<file path="src/bpu_defs.svh">
`ifndef BPU_DEFS_SVH
`define BPU_DEFS_SVH

// datapath width for PCs and instructions
`define XLEN 32

// global branch history length
`define HIST_LEN 16

// bimodal base table, indexed by pc[9:1]
`define BIM_ENTRIES 512
`define BIM_IDX_W 9

// tagged tables T0 and T1
`define TAG_ENTRIES 256
`define TAG_IDX_W 8
`define TAG_W 10
// only the upper tag bits take part in the match
`define TAG_CMP_W 6

// direct-mapped BTB, indexed by pc[9:2], tag from pc[31:18]
`define BTB_ENTRIES 256
`define BTB_IDX_W 8
`define BTB_TAG_W 14

// statistics counter width
`define STAT_W 32

`endif

</file>
<file path="src/inst_pkg.sv">
`default_nettype none

package inst_pkg;

    // control-flow opcodes that the fetch stage cares about
    typedef enum logic [6:0] {
        OP_OTHER  = 7'b0000000,
        OP_BRANCH = 7'b1100011,
        OP_JAL    = 7'b1101111
    } opcode_e;

    // map the raw opcode field onto the enum, anything else is OP_OTHER
    function automatic opcode_e decode_op(input logic [6:0] raw);
        case (raw)
            7'b1100011: return OP_BRANCH;
            7'b1101111: return OP_JAL;
            default:    return OP_OTHER;
        endcase
    endfunction

endpackage

`default_nettype wire

</file>
<file path="src/next_pc_gen.sv">
`timescale 1ns/1ns
`default_nettype none

`include "bpu_defs.svh"

module next_pc_gen (
    input  wire  [`XLEN-1:0]    if_pc_i,
    input  wire  [`XLEN-1:0]    if_inst_i,
    input  wire                 pdt_dir_i,
    input  wire                 btb_hit_i,
    input  wire  [`XLEN-1:0]    btb_target_i,
    output logic                is_cond_o,
    output logic                branch_or_not_o,
    output logic                pdt_res_o,
    output logic [`XLEN-1:0]    pdt_pc_o
);
    import inst_pkg::*;

    opcode_e          opcode;
    logic             is_jal;
    logic [`XLEN-1:0] b_imm;
    logic [`XLEN-1:0] j_imm;
    logic [`XLEN-1:0] imm_target;

    assign opcode = decode_op(if_inst_i[6:0]);
    assign is_jal = (opcode == OP_JAL);

    assign is_cond_o       = (opcode == OP_BRANCH);
    assign branch_or_not_o = is_cond_o | is_jal;

    // B-type offset, sign extended
    assign b_imm = {{20{if_inst_i[31]}}, if_inst_i[7], if_inst_i[30:25],
                    if_inst_i[11:8], 1'b0};
    // J-type offset
    assign j_imm = {{12{if_inst_i[31]}}, if_inst_i[19:12], if_inst_i[20],
                    if_inst_i[30:21], 1'b0};

    assign imm_target = if_pc_i + (is_jal ? j_imm : b_imm);

    // jal is unconditional, direction is already gated for branches
    assign pdt_res_o = is_jal | pdt_dir_i;

    always_comb begin
        if (!pdt_res_o) begin
            pdt_pc_o = if_pc_i + `XLEN'd4;
        end else if (btb_hit_i) begin
            pdt_pc_o = btb_target_i;
        end else begin
            // btb miss, fall back to pc relative
            pdt_pc_o = imm_target;
        end
    end

endmodule

`default_nettype wire

</file>
<file path="config.mk">
export PLATFORM = sky130hd
export DESIGN_NAME = next_pc_gen
export DESIGN_NICKNAME = d
export VERILOG_FILES = /design/src/inst_pkg.sv /design/src/next_pc_gen.sv
export VERILOG_INCLUDE_DIRS = /design/src /design/src/src
export SDC_FILE = /design/constraint.sdc
export NUM_CORES = 1
export LEC_CHECK = 0
export BUFFER_PORTS_ARGS = -buffer_cell sky130_fd_sc_hd__buf_2
export CAP_MARGIN = 20
export CORE_MARGIN = 5
export CORE_UTILIZATION = 40
export DETAILED_ROUTE_END_ITERATION = 12
export GPL_TIMING_DRIVEN = 0
export PLACE_DENSITY = 0.7
export SETUP_SLACK_MARGIN = 0.05
export SLEW_MARGIN = 20
export SYNTH_ARGS = -nofsm -noshare
export SYNTH_HDL_FRONTEND = slang
export SYNTH_SLANG_ARGS = --single-unit
</file>
<file path="constraint.sdc">
create_clock -name vclk -period 7.7
set_input_delay 0.385 -clock vclk [all_inputs]
set_output_delay 0.385 -clock vclk [all_outputs]
set_load 0.05 [all_outputs]
</file>
Yosys cells after proc, flatten, opt, wreduce, memory -nomap -nowiden
Cells that the tools add are included.
{ "word_totals": {"reg_bits": 0, "inputBits": 98, "output_inout_bits": 35, "word_cells": 12} }
{ "classes": {"add_sub_neg": 2, "eq_ne": 4, "mux": 4, "bitwise": 2} }
{ "op_table": {"columns": ["operator", "count"], "rows": [
  ["$mux W32", 2],
  ["$add A32 B3 Y32 const B", 1],
  ["$add A32 B32 Y32", 1],
  ["$eq A7 B7 Y1 const B", 4],
  ["$mux W20", 1],
  ["$pmux W7 S2", 1],
  ["$or A1 B1 Y1", 2]
]} }

Depth between registers and ports, before layout
Gate-level depths: netlist of run 1.
{ "depth": {"ltp_word": 7, "depth_mapped": 16, "ltp_nobuf": 14} }

Worst setup path before layout of run 1
OpenSTA, ideal clock, no wires.
{ "synth_timing": {"kind": "input port to output port", "startpoint": "in if_inst_i[6]", "endpoint": "out pdt_pc_o[29]", "arrival_time_ps": 4494, "required_ps": 7315, "slack_ps": 2821, "path_stages": 14, "n_path_buf": 1, "path_cell_list": "nor2b_1 > nand4_1 > nor2_1 > clkbuf_1 > mux2_2 > fa_1 > a211oi_2 > nor2_1 > or3_1 > a211o_1 > a31o_1 > a31oi_1 > mux2_2 > nor2_1"} }
{ "synth_via": {"elab_chain_len": 7, "elab_cells_between_ends": 9, "classes_between": "add/sub: 1; eq/ne: 3; mux: 4; bitwise: 1"} }
{ "synth_lines": {"columns": ["item", "line", "rtl"], "rows": [
  ["start: declaration", "next_pc_gen.sv:8", "input wire [`XLEN-1:0] if_inst_i,"],
  ["$eq A7 B7 Y1", "inst_pkg.sv:14", "case (raw)"],
  ["$pmux W7 S2 *", "inst_pkg.sv:14", null],
  ["$eq A7 B7 Y1 *", "next_pc_gen.sv:26", "assign is_jal = (opcode == OP_JAL);"],
  ["$mux W20", "next_pc_gen.sv:38", "assign imm_target = if_pc_i + (is_jal ? j_imm : b_imm);"],
  ["$add A32 B32 Y32", "next_pc_gen.sv:38", null],
  ["$mux W32", "next_pc_gen.sv:46", "end else if (btb_hit_i) begin"],
  ["$mux W32 *", "next_pc_gen.sv:44", "if (!pdt_res_o) begin"],
  ["end: declaration", "next_pc_gen.sv:15", "output logic [`XLEN-1:0] pdt_pc_o"]
]} }
Every way passes the cells marked *; elsewhere a longest branch is shown, timed or not.

Worst setup path after layout of run 1
{ "layout_timing": {"startpoint": "in if_inst_i[4]", "endpoint": "out pdt_pc_o[29]"} }
Same word-level chain as after synthesis.

==> flow_summary.toml, run 1 <==
[yosys]
netlist_instances = 451
netlist_area_sq_um = 2948
synth_top_area_share = 0.1401
yosysMostFrequentCell = "a21oi_1"
synth_fp_nets = 583
synth_warnings = 0
netlist_top_cells_count = "a21oi_1 (46), nand2_1 (43), nor2_1 (43)"
yosysUniqueCellTypes = 56
yosysSeqAreaShare = 0
synth_top_area_cell = "ha_1"
synthTopCellsByArea = "ha_1 (14%), xnor2_1 (8.0%), a21oi_1 (7.8%)"
synth.avg_cell_area_sq_um = 6.536

[floorplanning]
dieArea_sq_um = 9186
die_x_um = 95.85
start_util = 0.4086
coreArea_sq_um = 7214
io_pins = 133
rows = 31
dieHeight_um = 95.85

[timing]
finalCriticalPeriod_ps = 5582
setup_viol_count_final = 0
max_slew_margin = 0.4728
finalHoldViolations = 0
worst_pin_slew_ps = 787.8
grt_setup_unrepaired = "no"
maxSlewViolCount = 0
tns_ps = 0
max_freq_ghz = 0.1791
min_period_over_period = 0.7249

[run_status]
status = "finished, final reports clean"

[detailed_routing]
drtIter0Drc = 170
wl_per_cell_um = 17.21
drt_pass1_iterations = 5
postRouteAntennaNets = 0
vias = 3920
drt-total-wl_mm = 11.75
vias_per_cell = 5.739
drc = 0

[setup_path]
crit_path_top_delay_cell = "nor2_1"
cp_common_cell = "nor2_1"
worstSetupStartpointType = "primary input"
crit_fanout = 10
worstSetupPathType = "in -> out"
required_ps = 7320
cpPeakStageDelay_ps = 630
worstPathArrival_ps = 5200
crit_path_end_kind = "output port"
path_cells = "buf_2, nor2b_1, nand4_1, nor2_1, clkbuf_1, mux2_2, fa_1, a211oi_2, nor2_1, or3_1, a211o_1, a31o_1, a31oi_1, mux2_2, nor2_1, buf_2"

[global_routing]
grt.total_usage = 0.2518
grt_pass1_vias = 3770
grt.busiest_layer = "met2"
grt_use_met2 = 0.4360
overflow = 0
use_met1 = 0.3383
grt_pass1_wl_mm = 18.61
antenna_found_initial = 0
use_met3 = 0.01329
grt_max_degree = 14

[run]
maxCapViolCount = 0

[finish]
area_growth_pct = 26.78
final_nets = 718
design.seq.count = 0
seqCellArea_sq_um = 0
num_antenna_cells = 0
fin_cells = 683
drive_gt1_frac = 0.2620
nClkBuffers = 0

[placement]
post-dp-hpwl_mm = 9.672
placement.io_buffers = 133
routabilityCongestion = 0.9385
place_inst = 683

[power_and_ir_drop]
power.leakage_nw = 1.726
ir_worst_vdd_uv = 50.35
p_per_area_nw_per_um2 = 91.47

[hold_path]
min_path_type = "in -> out"

[clock_tree]
ctsResizeCount = 0
postCtsSetupRepairBufs = 0
hold_buffers = 0
critical path: cells and delay by family:
family	cells	cell delay (ps)
mux	2	800
buf+inv	3	910
fa+ha+maj	1	460
simple gates	6	1400
compound gates	4	1220
metrics by stage:
stage                       util  power, mW  hold slack (ps)  area [sq um]  setup WS [ps]
after floorplan                -     0.2414            953.8          2948           2821
after global placement    0.5180     0.3346             1103          3737           2197
after detailed placement  0.5180     0.3372             1105          3737           2170
after CTS                 0.5180     0.3387             1106          3737           2170
after global routing      0.5180     0.3714             1129          3737           1928
final                     0.5180     0.3419             1107          3737           2118
placed cells by master (no fill, tap or decap), types with 3 or more instances in the layout:
| cell | synthesis | layout |
|---|---|---|
| nor2b_1 | 5 | 5 |
| mux2_2 | 7 | 7 |
| xor2_1 | 19 | 19 |
| a21boi_0 | 3 | 3 |
| o21ai_1 | 3 | 3 |
| a211oi_1 | 15 | 15 |
| nand2_1 | 43 | 43 |
| buf_2 | 0 | 133 |
| clkbuf_1 | 18 | 18 |
| nor3_1 | 10 | 10 |
| a31oi_1 | 8 | 8 |
| and3_1 | 10 | 10 |
| o211ai_1 | 7 | 7 |
| a211o_1 | 4 | 4 |
| o21bai_1 | 5 | 5 |
| o21a_1 | 5 | 5 |
| ha_1 | 33 | 33 |
| inv_1 | 8 | 8 |
| nor2_1 | 43 | 43 |
| or2_2 | 3 | 3 |
| nand2b_1 | 3 | 3 |
| o21ai_0 | 31 | 31 |
| a21oi_1 | 46 | 46 |
| a21o_1 | 17 | 17 |
| nand3_1 | 26 | 26 |
| xnor2_1 | 27 | 27 |
| and4_1 | 3 | 3 |
| nand4_1 | 8 | 8 |
| mux2i_1 | 5 | 5 |
| or3_1 | 3 | 3 |
kinds of logic after synthesis:
| family | share of synthesized area |
|---|---|
| XOR/XNOR | 0.1367 |
| AND/OR/NAND/NOR | 0.2683 |
| buffers and inverters | 0.04202 |
| adder cells (fa/ha/maj) | 0.1469 |
| AO/OA/AOI/OAI | 0.3574 |
| multiplexers | 0.04881 |
final cells by class:
class / instances / area, sq um
Fill cell: 769 / 3477
Buffer: 22 / 90.09
Inverter: 9 / 33.78
Multi-Input combinational cell: 420 / 2824
Tap cell: 99 / 123.9
Timing Repair Buffer: 133 / 665.6
path summary, 6_finish.rpt:
check	from	endpoint	slack [ps]	cells after the start
worst min-delay path	if_inst_i[3]	is_cond_o	1110	3
worst max-delay path	if_inst_i[4]	pdt_pc_o[29]	2120	16
metal layers:
layer | up-vias | routed length [um]
met5 | - | 0
met4 | 0 | 352
met3 | 22 | 757
met2 | 170 | 5467
met1 | 1781 | 5176
li1 | 1947 | -
power breakdown:
group | total (mW) | internal, mW | switching [mW]
registers | 0 | 0 | 0
clock network | 0 | 0 | 0
logic | 0.342 | 0.119 | 0.223
total | 0.342 | 0.119 | 0.223
Note: power is estimated with default switching activity, not from simulation.
==> run 2, diff against run 1 <==
--- a/config.mk
+++ b/config.mk
@@ -12,7 +12,7 @@
 export CORE_UTILIZATION = 40
 export DETAILED_ROUTE_END_ITERATION = 12
 export GPL_TIMING_DRIVEN = 0
-export PLACE_DENSITY = 0.7
+export PLACE_DENSITY = 0.72
 export SETUP_SLACK_MARGIN = 0.05
 export SLEW_MARGIN = 20
 export SYNTH_ARGS = -nofsm -noshare
==> constraint.sdc (replaced) <==
create_clock -name vclk -period 5
set_input_delay 0.25 -clock vclk [all_inputs]
set_output_delay 0.25 -clock vclk [all_outputs]
set_load 0.05 [all_outputs]
==> flow_summary.toml, run 2 (same netlist as run 1, synthesis figures left out) <==
[detailed_routing]
vias_per_cell = 5.719
drtIter0Drc = 243
drt-total-wl_mm = 11.73
vias = 3906
postRouteAntennaNets = 0
wl_per_cell_um = 17.17
drc = 0
drt_pass1_iterations = 5

[setup_path]
crit_path_end_kind = "output port"
path_cells = "buf_2, nor2b_1, nand4_1, nor2_4, clkbuf_2, mux2_2, fa_1, a211oi_2, nor2_1, or3_1, a211o_1, a31o_1, a31oi_1, mux2_2, nor2_1, buf_2"
worstSetupPathType = "in -> out"
worstPathArrival_ps = 4560
crit_buf_inv = 3
cp_top_family = "simple AND/OR/NAND/NOR gates"
crit_path_top_delay_cell = "fa_1"
worstSetupStartpointType = "primary input"
cpPeakStageDelay_ps = 470
required_ps = 4750
crit_fanout = 10

[finish]
final_cell_mix = "buf_2 (133), a21oi_1 (46), nand2_1 (43), nor2_1 (42), ha_1 (33)"
final_nets = 718
design.seq.count = 0
drive_gt1_frac = 0.2671
stdcell_area_sq_um = 3751
num_antenna_cells = 0
fin_cells = 683
seqCellArea_sq_um = 0
nClkBuffers = 0
layout_commonest_cell = "buf_2"
area_growth_pct = 27.25

[global_routing]
antenna_found_initial = 0
grt_max_degree = 14
grt_pass1_wl_mm = 18.26
grt_pass1_vias = 3724
grt.busiest_layer = "met2"
grt.total_usage = 0.2458
grt_use_met2 = 0.4424
overflow = 0
use_met3 = 0.01016
use_met1 = 0.3350

[timing]
grt_setup_unrepaired = "no"
final.setup.worst_slack_ps = 194.4
max_slew_margin = 0.4966
setup_viol_count_final = 0
finalHoldViolations = 0
maxSlewViolCount = 0
hold_ws_ps = 841.6
max_freq_ghz = 0.2081
finalCriticalPeriod_ps = 4806
min_period_over_period = 0.9611
worst_pin_slew_ps = 755.1

[power_and_ir_drop]
combPwrFrac = 1.000
ir_worst_vdd_uv = 58.90
swShare = 0.6495
p_int_uw = 184.3
p_clk_frac = 0
seqPwrFrac = 0
power.leakage_nw = 1.730
switching_power_uw = 341.6
p_per_area_nw_per_um2 = 140.2

[clock_tree]
ctsResizeCount = 2
postCtsSetupRepairBufs = 0
hold_buffers = 0

[floorplanning]
dieArea_sq_um = 9186
start_util = 0.4086
io_pins = 133
dieHeight_um = 95.85
die_x_um = 95.85
rows = 31
coreArea_sq_um = 7214

[run]
maxCapViolCount = 0

[run_status]
status = "finished, final reports clean"

[placement]
placement.io_buffers = 133
routabilityCongestion = 0.9305
post-dp-hpwl_mm = 9.609
place_inst = 683
dpl_cell_area_sq_um = 3737
dp_worst_setup_slack_ps = -213.4

[hold_path]
min_path_type = "in -> out"
==> run 2: path summary, 6_finish.rpt <==
kind,end,slack [ps],depth (start not counted),from
worst max-delay path,pdt_pc_o[29],190,16,if_inst_i[4]
worst min-delay path,is_cond_o,840,3,if_inst_i[3]
==> run 2: power groups by stage <==
stage	clock, mW	combinational, mW	sequential (mW)
finish	0	0.526	0
global route	0	0.570	0
CTS	0	0.520	0
detailed placement	0	0.518	0
global placement	0	0.514	0
floorplan	0	0.372	0
==> run 2: stage by stage <==
step           power, mW    util  setup TNS [ps]
4_1_cts           0.5201  0.5186               0
5_1_grt           0.5697  0.5199               0
2_1_floorplan     0.3718       -               0
3_3_place_gp      0.5136  0.5180          -324.0
6_report          0.5260  0.5199               0
3_5_place_dp      0.5176  0.5180          -534.4
==> run 2: final cells by class <==
type,instances,area (sq um)
Buffer,22,91.34
Timing Repair Buffer,133,665.6
Tap cell,99,123.9
Fill cell,809,3463
Multi-Input combinational cell,420,2836
Inverter,9,33.78
==> run 2: per-layer routing <==
layer / vias to the layer above / share of wire
met4: 0 / 0.0072
met2: 161 / 0.48
met5: - / 0
li1: 1947 / -
met3: 10 / 0.072
met1: 1788 / 0.44
==> run 2: worst min-delay path: stages <==
cell	delay, ps
buf_2	90
nor3_1	50
buf_2	200
