$ cat src/bpu_defs.svh
`ifndef BPU_DEFS_SVH
`define BPU_DEFS_SVH

// datapath width for PCs and instructions
`define XLEN 32

// global branch history length
`define HIST_LEN 16

// bimodal base table, indexed by pc[9:1]
`define BIM_ENTRIES 512
`define BIM_IDX_W 9

// tagged tables T0 and T1
`define TAG_ENTRIES 256
`define TAG_IDX_W 8
`define TAG_W 10
// only the upper tag bits take part in the match
`define TAG_CMP_W 6

// direct-mapped BTB, indexed by pc[9:2], tag from pc[31:18]
`define BTB_ENTRIES 256
`define BTB_IDX_W 8
`define BTB_TAG_W 14

// statistics counter width
`define STAT_W 32

`endif

$ cat src/bpu_pkg.sv
`default_nettype none

package bpu_pkg;

    // 2-bit saturating direction counter
    typedef logic [1:0] ctr_t;

    localparam ctr_t CTR_SNT = 2'b00;
    localparam ctr_t CTR_WNT = 2'b01;
    localparam ctr_t CTR_WT  = 2'b10;
    localparam ctr_t CTR_ST  = 2'b11;

    // component that supplied the direction
    typedef enum logic [1:0] {
        PRV_BIMODAL = 2'd0,
        PRV_T0      = 2'd1,
        PRV_T1      = 2'd2
    } provider_e;

    // statistics read select
    typedef enum logic [1:0] {
        ST_TOTAL   = 2'd0,
        ST_CORRECT = 2'd1,
        ST_TAGGED  = 2'd2
    } stat_sel_e;

endpackage

`default_nettype wire

$ cat src/bpu_stats.sv
`timescale 1ns/1ns
`default_nettype none

`include "bpu_defs.svh"

module bpu_stats (
    input  wire                  clk,
    input  wire                  rst,
    input  wire                  ex_branch_valid_i,
    input  wire                  ex_pdt_true_i,
    input  bpu_pkg::provider_e   upd_provider_i,
    input  bpu_pkg::stat_sel_e   stat_sel_i,
    input  wire                  stat_clr_i,
    output logic [`STAT_W-1:0]   stat_data_o
);
    import bpu_pkg::*;

    logic [`STAT_W-1:0] total_cnt;
    logic [`STAT_W-1:0] correct_cnt;
    logic [`STAT_W-1:0] tagged_cnt;
    logic               from_tagged;

    assign from_tagged = (upd_provider_i != PRV_BIMODAL);

    always_ff @(posedge clk or posedge rst) begin
        if (rst) begin
            total_cnt   <= '0;
            correct_cnt <= '0;
            tagged_cnt  <= '0;
        end else if (stat_clr_i) begin
            // clear takes priority over a same-cycle update
            total_cnt   <= '0;
            correct_cnt <= '0;
            tagged_cnt  <= '0;
        end else if (ex_branch_valid_i) begin
            total_cnt <= total_cnt + 1'b1;
            if (ex_pdt_true_i) begin
                correct_cnt <= correct_cnt + 1'b1;
            end
            if (from_tagged) begin
                tagged_cnt <= tagged_cnt + 1'b1;
            end
        end
    end

    // read mux
    always_comb begin
        case (stat_sel_i)
            ST_TOTAL:   stat_data_o = total_cnt;
            ST_CORRECT: stat_data_o = correct_cnt;
            ST_TAGGED:  stat_data_o = tagged_cnt;
            default:    stat_data_o = '0;
        endcase
    end

endmodule

`default_nettype wire

$ cat config.mk
export PLATFORM = sky130hd
export DESIGN_NAME = bpu_stats
export DESIGN_NICKNAME = d
export VERILOG_FILES = /design/src/bpu_pkg.sv /design/src/bpu_stats.sv
export VERILOG_INCLUDE_DIRS = /design/src /design/src/src
export SDC_FILE = /design/constraint.sdc
export NUM_CORES = 1
export LEC_CHECK = 0
export ABC_CLOCK_PERIOD_IN_PS = 7800
export BUFFER_PORTS_ARGS = -buffer_cell sky130_fd_sc_hd__buf_2
export CAP_MARGIN = 20
export CORE_UTILIZATION = 30
export CTS_CLUSTER_SIZE = 24
export DETAILED_ROUTE_END_ITERATION = 8
export GPL_TIMING_DRIVEN = 0
export PLACE_DENSITY = 0.54
export SETUP_SLACK_MARGIN = 0.1
export SLEW_MARGIN = 20
export SYNTH_ARGS = -nofsm -noshare
export SYNTH_HDL_FRONTEND = slang
export SYNTH_SLANG_ARGS = --single-unit
$ cat constraint.sdc
create_clock -name clk -period 7.8 [get_ports clk]
set_input_delay 0.39 -clock clk [delete_from_list [all_inputs] [get_ports clk]]
set_output_delay 0.39 -clock clk [all_outputs]
set_load 0.1 [all_outputs]
* Yosys cells after proc, flatten, opt, wreduce, memory -nomap -nowiden *
Index checks and enable logic that the tools add are counted.

cells by class
  $add $sub $neg = 3
  eq/ne operators = 2
  multiplexer cells = 9
  reductions and logical operators = 7

operators by type and width
  cell                   count
  $mux 32                8
  $add 32x1->32 const B  3
  $pmux 32 s3            1
  $reduce_bool 2->1      4
  $reduce_and 2->1       2
  $eq 2x1->1 const B     1
  $eq 2x2->1 const B     1
  $logic_not 2->1        1

word-level totals
  flip-flop bits (word level) = 96
  input bits = 9
  word-level logic and storage cells = 24

* Depth between registers and ports, before layout *
Gate-level depths: netlist (run 1).

  word-level depth = 4
  depth in mapped cells = 7
  gate-level depth less buffers = 5

* Worst setup path before layout (run 1) *
Ideal clock, no wire load.

  path kind = input-to-output
  start = input port stat_sel_i[1]
  end = output port stat_data_o[0]
  arrival = 3.329 ns
  slack = 4.081 ns
  cell stages on the path = 4
  path through = clkbuf_1 > clkbuf_1 > mux2i_1 > o21ai_0

on the way
  longest elaborated chain between the ends = 2

ends and longest elaborated chain
  what                                      line             RTL
  from (decl)                               bpu_stats.sv:12  input bpu_pkg::stat_sel_e stat_sel_i,
  $eq 2x2->1, or another cell as far along  bpu_stats.sv:48  case (stat_sel_i)
  $pmux 32 s3 (*)                           bpu_stats.sv:48
  to (decl)                                 bpu_stats.sv:14  output logic [`STAT_W-1:0] stat_data_o

Mark *: on every way between the ends. The rest lies on a longest branch, timed or not.

* Worst setup path after layout (run 1) *
  start = input port stat_sel_i[1]
  end = output port stat_data_o[11]

Same word-level chain as after synthesis.

==> results of run 1 <==
==> worst max-delay path: cells and delay by family <==
kind / cells / cell delay, ns
compound gates: 1 / 0.35
buf+inv: 3 / 1.39
mux: 1 / 0.22
==> what timing repair did <==
action | 4_1_cts | 5_1_grt
hold buffers | 1 | 0
setup endpoints to repair | 0 | 0
hold endpoints to repair | 8 | 0
==> metal layers <==
metal  vias to the layer above  global-route usage
met1                      2590               0.271
met3                        18              0.0296
met4                         0              0.0617
li1                       2536                   -
met2                       147               0.278
met5                         -                   0
==> logic make-up after synthesis <==
family	count (synthesis)
AOI/OAI and AO/OA	145
DFF	96
and+or+nand+nor	283
buffers and inverters	57
muxes	52
xor gates and xnor gates	25
adders and majority gates	3
==> power by group <==
part           internal (mW)  switching (mW)
registers              0.500         0.00455
logic                 0.0167          0.0505
clock network          0.321           0.198
==> sequential cells by signal (all words and copies together) (netlist names) <==
| signal | cells |
|---|---|
| correct_cnt | 32 |
| tagged_cnt | 32 |
| total_cnt | 32 |
==> cell usage in the layout (no fill, tap or decap), types with 3 or more instances in the layout <==
cell        n
dfrtp_1    96
nand2_1    63
o21ai_0    52
a21oi_1    51
buf_2      49
nor2_1     45
mux2i_1    34
nand3_1    29
o31ai_1    29
or4_1      29
clkbuf_1   26
or3_1      20
nor2b_1    19
xor2_1     19
mux2_2     18
nand4_1    17
and4_1     17
nor4_1     16
and3_1     11
inv_1      10
clkbuf_16   9
and2_1      7
xnor2_1     6
buf_1       6
nor3_1      3
o211ai_1    3
buf_4       3
ha_1        3
bufinv_16   3
==> worst min path at each step <==
stage	from	to	slack, ns
2_1_floorplan	total_cnt[10]$_DFFE_PP0P_	total_cnt[10]$_DFFE_PP0P_	0.52
3_3_place_gp	total_cnt[10]$_DFFE_PP0P_	total_cnt[10]$_DFFE_PP0P_	0.54
3_5_place_dp	rst	correct_cnt[9]$_DFFE_PP0P_	0.37
4_1_cts	ex_pdt_true_i	correct_cnt[1]$_DFFE_PP0P_	0.34
5_1_grt	ex_pdt_true_i	correct_cnt[1]$_DFFE_PP0P_	0.35
6_report	ex_pdt_true_i	correct_cnt[1]$_DFFE_PP0P_	0.34
==> metrics by stage <==
step / utilization / instance area, sq um / hold slack, ns / std cells
after detailed placement: 0.340 / 6440 / 0.371 / 960
after floorplan: - / 5890 / 0.517 / 661
after CTS: 0.358 / 6790 / 0.342 / 976
final: 0.358 / 6790 / 0.344 / 976
after global routing: 0.358 / 6790 / 0.347 / 976
after global placement: 0.338 / 6410 / 0.544 / 959
==> cell type report <==
cell class / instances / share of cell area
timing repair buffer: 40 / 0.0336
tap: 260 / 0.0479
clock buffer: 12 / 0.0363
clock inverter: 3 / 0.0133
sequential: 96 / 0.354
buffer: 46 / 0.0313
inverter: 11 / 0.00682
multi-input combinational: 508 / 0.477
==> results_dict.tcl, run 1 <==
set metrics [dict create \
    status "complete, no violations" \
    die_x_um 142 \
    wl_met2_um 7910 \
    arrival_ns 2.37 \
    dr_wl_met3_um 1090 \
    synthMostInstantiatedCell "dfrtp_1" \
    syn_nets 673 \
    clkLatencyLatePin_ns 0.35 \
    clk_pin_slew_ns 0.07 \
    antenna_cells 0 \
    rsz0062_at_grt "false" \
    synth_seq_cells 96 \
    grt_usage 0.186 \
    cts_tree "done" \
    pre_cts_ws_ns 5.08 \
    r2r-start "correct_cnt[0]$_DFFE_PP0P_" \
    netlist_area_sq_um 5890 \
    finalSetupTns_ns 0 \
    tightest_slew_ns 0.775 \
    slew_violations 0 \
    min_path_type "primary input to flip-flop" \
    worstSetupEndpointType "primary output" \
    clock.fmax_ghz 0.363 \
    maxCapViolCount 0 \
    total_power_mw 1.09 \
    gp_congestion 0.903 \
    synthMuxAreaShare 0.0922 \
    path_class "primary input to primary output" \
    topRoutingLayerUsed "met4" \
    fill_cells 1953 \
    synth_top_flop_cell "dfrtp_1" \
    synthAdderAreaFrac 0.00637 \
    syn_inst 661 \
    hold_path_depth 3 \
    cp-start-kind "primary input" \
    crit_top_cell "clkbuf_1" \
    cp_slowest_stage_delay_ns 0.63 \
    critPathRequiredTime_ns 7.41 \
    yosysTopAreaCellShare 0.408 \
    ff_latch_area_sq_um 2400 \
    via_count 5291 \
    synth_top_family_by_area "simple AND/OR/NAND/NOR gates" \
    ys_warn_count 0 \
    htreeDepth 3 \
    floorplan.initialDensity 0.311 \
    finalSetupViolations 0 \
    ant_nets 0 \
    multi_input_area_sq_um 3230 \
    min_period_ns 2.76 \
    vdd_drop_max_mv 0.0692 \
    clock_path_buffers 2 \
    postCtsResizedCells 0 \
    cts_buffers 9 \
    fin_nets 724 \
    first_iter_violations 400 \
    grt_first_pass_wirelength_um 28600 \
    cp-endpoint "stat_data_o[11]" \
    ios 41 \
    gr-total-overflow 0 \
    finalCritPeriodShare 0.353 \
    clockRootBuffer "clkbuf_16" \
    power.leakage_nw 2.73 \
    synth-seq-area-share 0.408 \
    drtPass1Iterations 5 \
    synth_common_cells "dfrtp_1, nand2_1, o21ai_0" \
    setup_ws_ns 5.04 \
    drive_gt1_frac 0.131 \
    crit_chain "clkbuf_1 > clkbuf_1 > mux2i_1 > o21ai_0 > buf_2" \
    startpoint "stat_sel_i[1]" \
    syn_area_per_cell_sq_um 8.91 \
    cts_num_sinks 96 \
    io_buffers 38 \
    die_area_sq_um 20200 \
    grt_pass1_vias 4884 \
    regToRegSetupSlack_ns 5.55 \
    r2r_end "correct_cnt[20]$_DFFE_PP0P_" \
    rows 50 \
    post-cts-setup-buffers 0 \
    dpl.hpwl_um 13300 \
    core_sq_um 19000 \
    m1WireLength_um 8740 \
    hold_violations 0 \
    syn_to_final_growth_pct 15.2 \
    slew_headroom 0.483 \
    antenna_found_initial 0 \
    dieHeight_um 142 \
    drt_wl_total_um 18100 \
    synth-compound-area-share 0.147 \
    grt_max_degree 71 \
    synthSimpleGateAreaFrac 0.267 \
    remaining_drc_errors 0 \
    via_per_inst 5.42 \
    ys_types 42 \
    async_flop_share 1.00 \
    crit_fanout 10 \
    fin_skew_ns 0.0106 \
    avgRoutedWirePerCell_um 18.5 \
    ff2ff_path_depth 7 \
    p_per_area_nw_per_um2 161 \
    yosys-top-cells-area "dfrtp_1, mux2i_1, o21ai_0, a21oi_1, nand2_1" \
    synth_edf_count 0 \
    slowest_stage "clkbuf_1" \
    synth_xor_area_frac 0.0372 \
    yosys.area.top_type "dfrtp_1" \
]
Power figures use the tool's default switching activity.
==> run 2, diff against run 1 <==
ABC_CLOCK_PERIOD_IN_PS = 2600   (was 7800)
clock period = 2.6 ns   (was 7.8 ns; I/O delays follow)
==> results_dict.tcl, run 2 (synthesis results as in run 1) <==
set metrics [dict create \
    drt_wl_total_um 17600 \
    postCtsResizedCells 0 \
    drtPass1Iterations 5 \
    gr-total-overflow 0 \
    remaining_drc_errors 0 \
    ios 41 \
    slew_violations 0 \
    finalSetupTns_ns 0 \
    min_period_ns 2.22 \
    largest_registers "correct_cnt: 32 flops, tagged_cnt: 32 flops, total_cnt: 32 flops" \
    fin_skew_ns 0.0127 \
    floorplan.initialDensity 0.311 \
    maxCapViolCount 0 \
    cts_tree "done" \
    critPathRequiredTime_ns 2.83 \
    drive_gt1_frac 0.136 \
    gp_congestion 0.888 \
    status "complete, no violations" \
    clockRootBuffer "clkbuf_16" \
    path_class "flip-flop to flip-flop" \
    syn_to_final_growth_pct 15.4 \
    fill_cells 1978 \
    slowest_stage "dfrtp_1" \
    cts_buffers 9 \
    rows 50 \
    die_x_um 142 \
    tightest_slew_ns 0.809 \
    antenna_found_initial 0 \
    dieHeight_um 142 \
    grt_usage 0.181 \
    core_sq_um 19000 \
    grt_first_pass_wirelength_um 27800 \
    p_per_area_nw_per_um2 464 \
    rsz0062_at_grt "false" \
    grt_pass1_vias 4953 \
    vdd_drop_max_mv 0.277 \
    cp-start-kind "flip-flop" \
    clock.fmax_ghz 0.451 \
    power.leakage_nw 2.74 \
    dpl_cell_area_sq_um 6470 \
    antenna_cells 0 \
    fin_nets 726 \
    grt_max_degree 32 \
    min_path_type "primary input to flip-flop" \
    io_buffers 38 \
    crit_fanout 10 \
    hold_violations 0 \
    design_area_sq_um 6800 \
    worstSetupEndpointType "flip-flop" \
    arrival_ns 2.45 \
    cp_slowest_stage_delay_ns 0.42 \
    slew_headroom 0.460 \
    clock_path_buffers 2 \
    die_area_sq_um 20200 \
    htreeDepth 3 \
    ff2ff_path_depth 7 \
    finalCritPeriodShare 0.853 \
    via_per_inst 5.36 \
    first_iter_violations 295 \
    cts_num_sinks 96 \
    crit_chain "ha_1 > nand3_1 > nand2b_1 > clkbuf_1 > buf_2 > nor4_1 > mux2_2" \
    avgRoutedWirePerCell_um 17.9 \
    layout_commonest_cell "dfrtp_1" \
    clk_pin_slew_ns 0.06 \
    dpl.hpwl_um 13100 \
    clkLatencyLatePin_ns 0.36 \
    hold_path_depth 3 \
    finalSetupViolations 0 \
    via_count 5249 \
    ant_nets 0 \
    final_util 0.359 \
    final_cell_mix "dfrtp_1, nand2_1, a21oi_1" \
]
## run 2: per-layer routing
layer  vias to the layer above  routed length, um  global-route usage
met5                         -                  0                   0
met4                         0                320              0.0645
met3                        21                774              0.0299
met2                       120               8310               0.296
met1                      2569               8160               0.241
li1                       2539                  -                   -
## run 2: metrics by stage
step	hold slack (ns)	std cells	worst slack, ns	power [mW]
after floorplan	0.285	661	0.150	1.68
after CTS	0.0832	979	0.388	3.19
after detailed placement	0.173	962	0.407	1.75
final	0.0909	979	0.383	3.16
after global placement	0.449	959	0.395	1.74
after global routing	0.111	979	0.248	3.26
## run 2: final cells by class
type	instances	area, sq um	area share
inverters	11	45.0	0.00662
clock buffers	14	284	0.0418
repair buffers	42	260	0.0383
clock inverters	2	35.0	0.00515
plain buffers	46	213	0.0313
multi-input cells	508	3230	0.476
flip-flops and latches	96	2400	0.353
well taps	260	325	0.0478
## run 2: worst max-delay path: cells and delay by family, from the launching register on
family | cells | cell delay [ns]
simple gates | 3 | 0.64
mux | 1 | 0.37
flops | 1 | 0.42
fa+ha+maj | 1 | 0.20
buf+inv | 2 | 0.47
## run 2: worst paths after layout
kind                                             from                          end  slack [ns]
max                        correct_cnt[0]$_DFFE_PP0P_  correct_cnt[20]$_DFFE_PP0P_        0.38
min                                     ex_pdt_true_i   correct_cnt[1]$_DFFE_PP0P_        0.09
max reg2reg                correct_cnt[0]$_DFFE_PP0P_  correct_cnt[20]$_DFFE_PP0P_        0.38
min reg2reg                  total_cnt[8]$_DFFE_PP0P_     total_cnt[8]$_DFFE_PP0P_        0.58
max in group asynchronous                         rst  correct_cnt[25]$_DFFE_PP0P_        1.56
min in group asynchronous                         rst    tagged_cnt[1]$_DFFE_PP0P_        0.33
## run 2: power breakdown
part	internal, mW	switching (mW)
Sequential	1.50	0.0132
Combinational	0.0550	0.155
Clock	0.851	0.582
## run 2: timing repair
item	CTS	global route
hold buffers	1	0
setup buffers	0	0
endpoints found under the hold margin	17	0
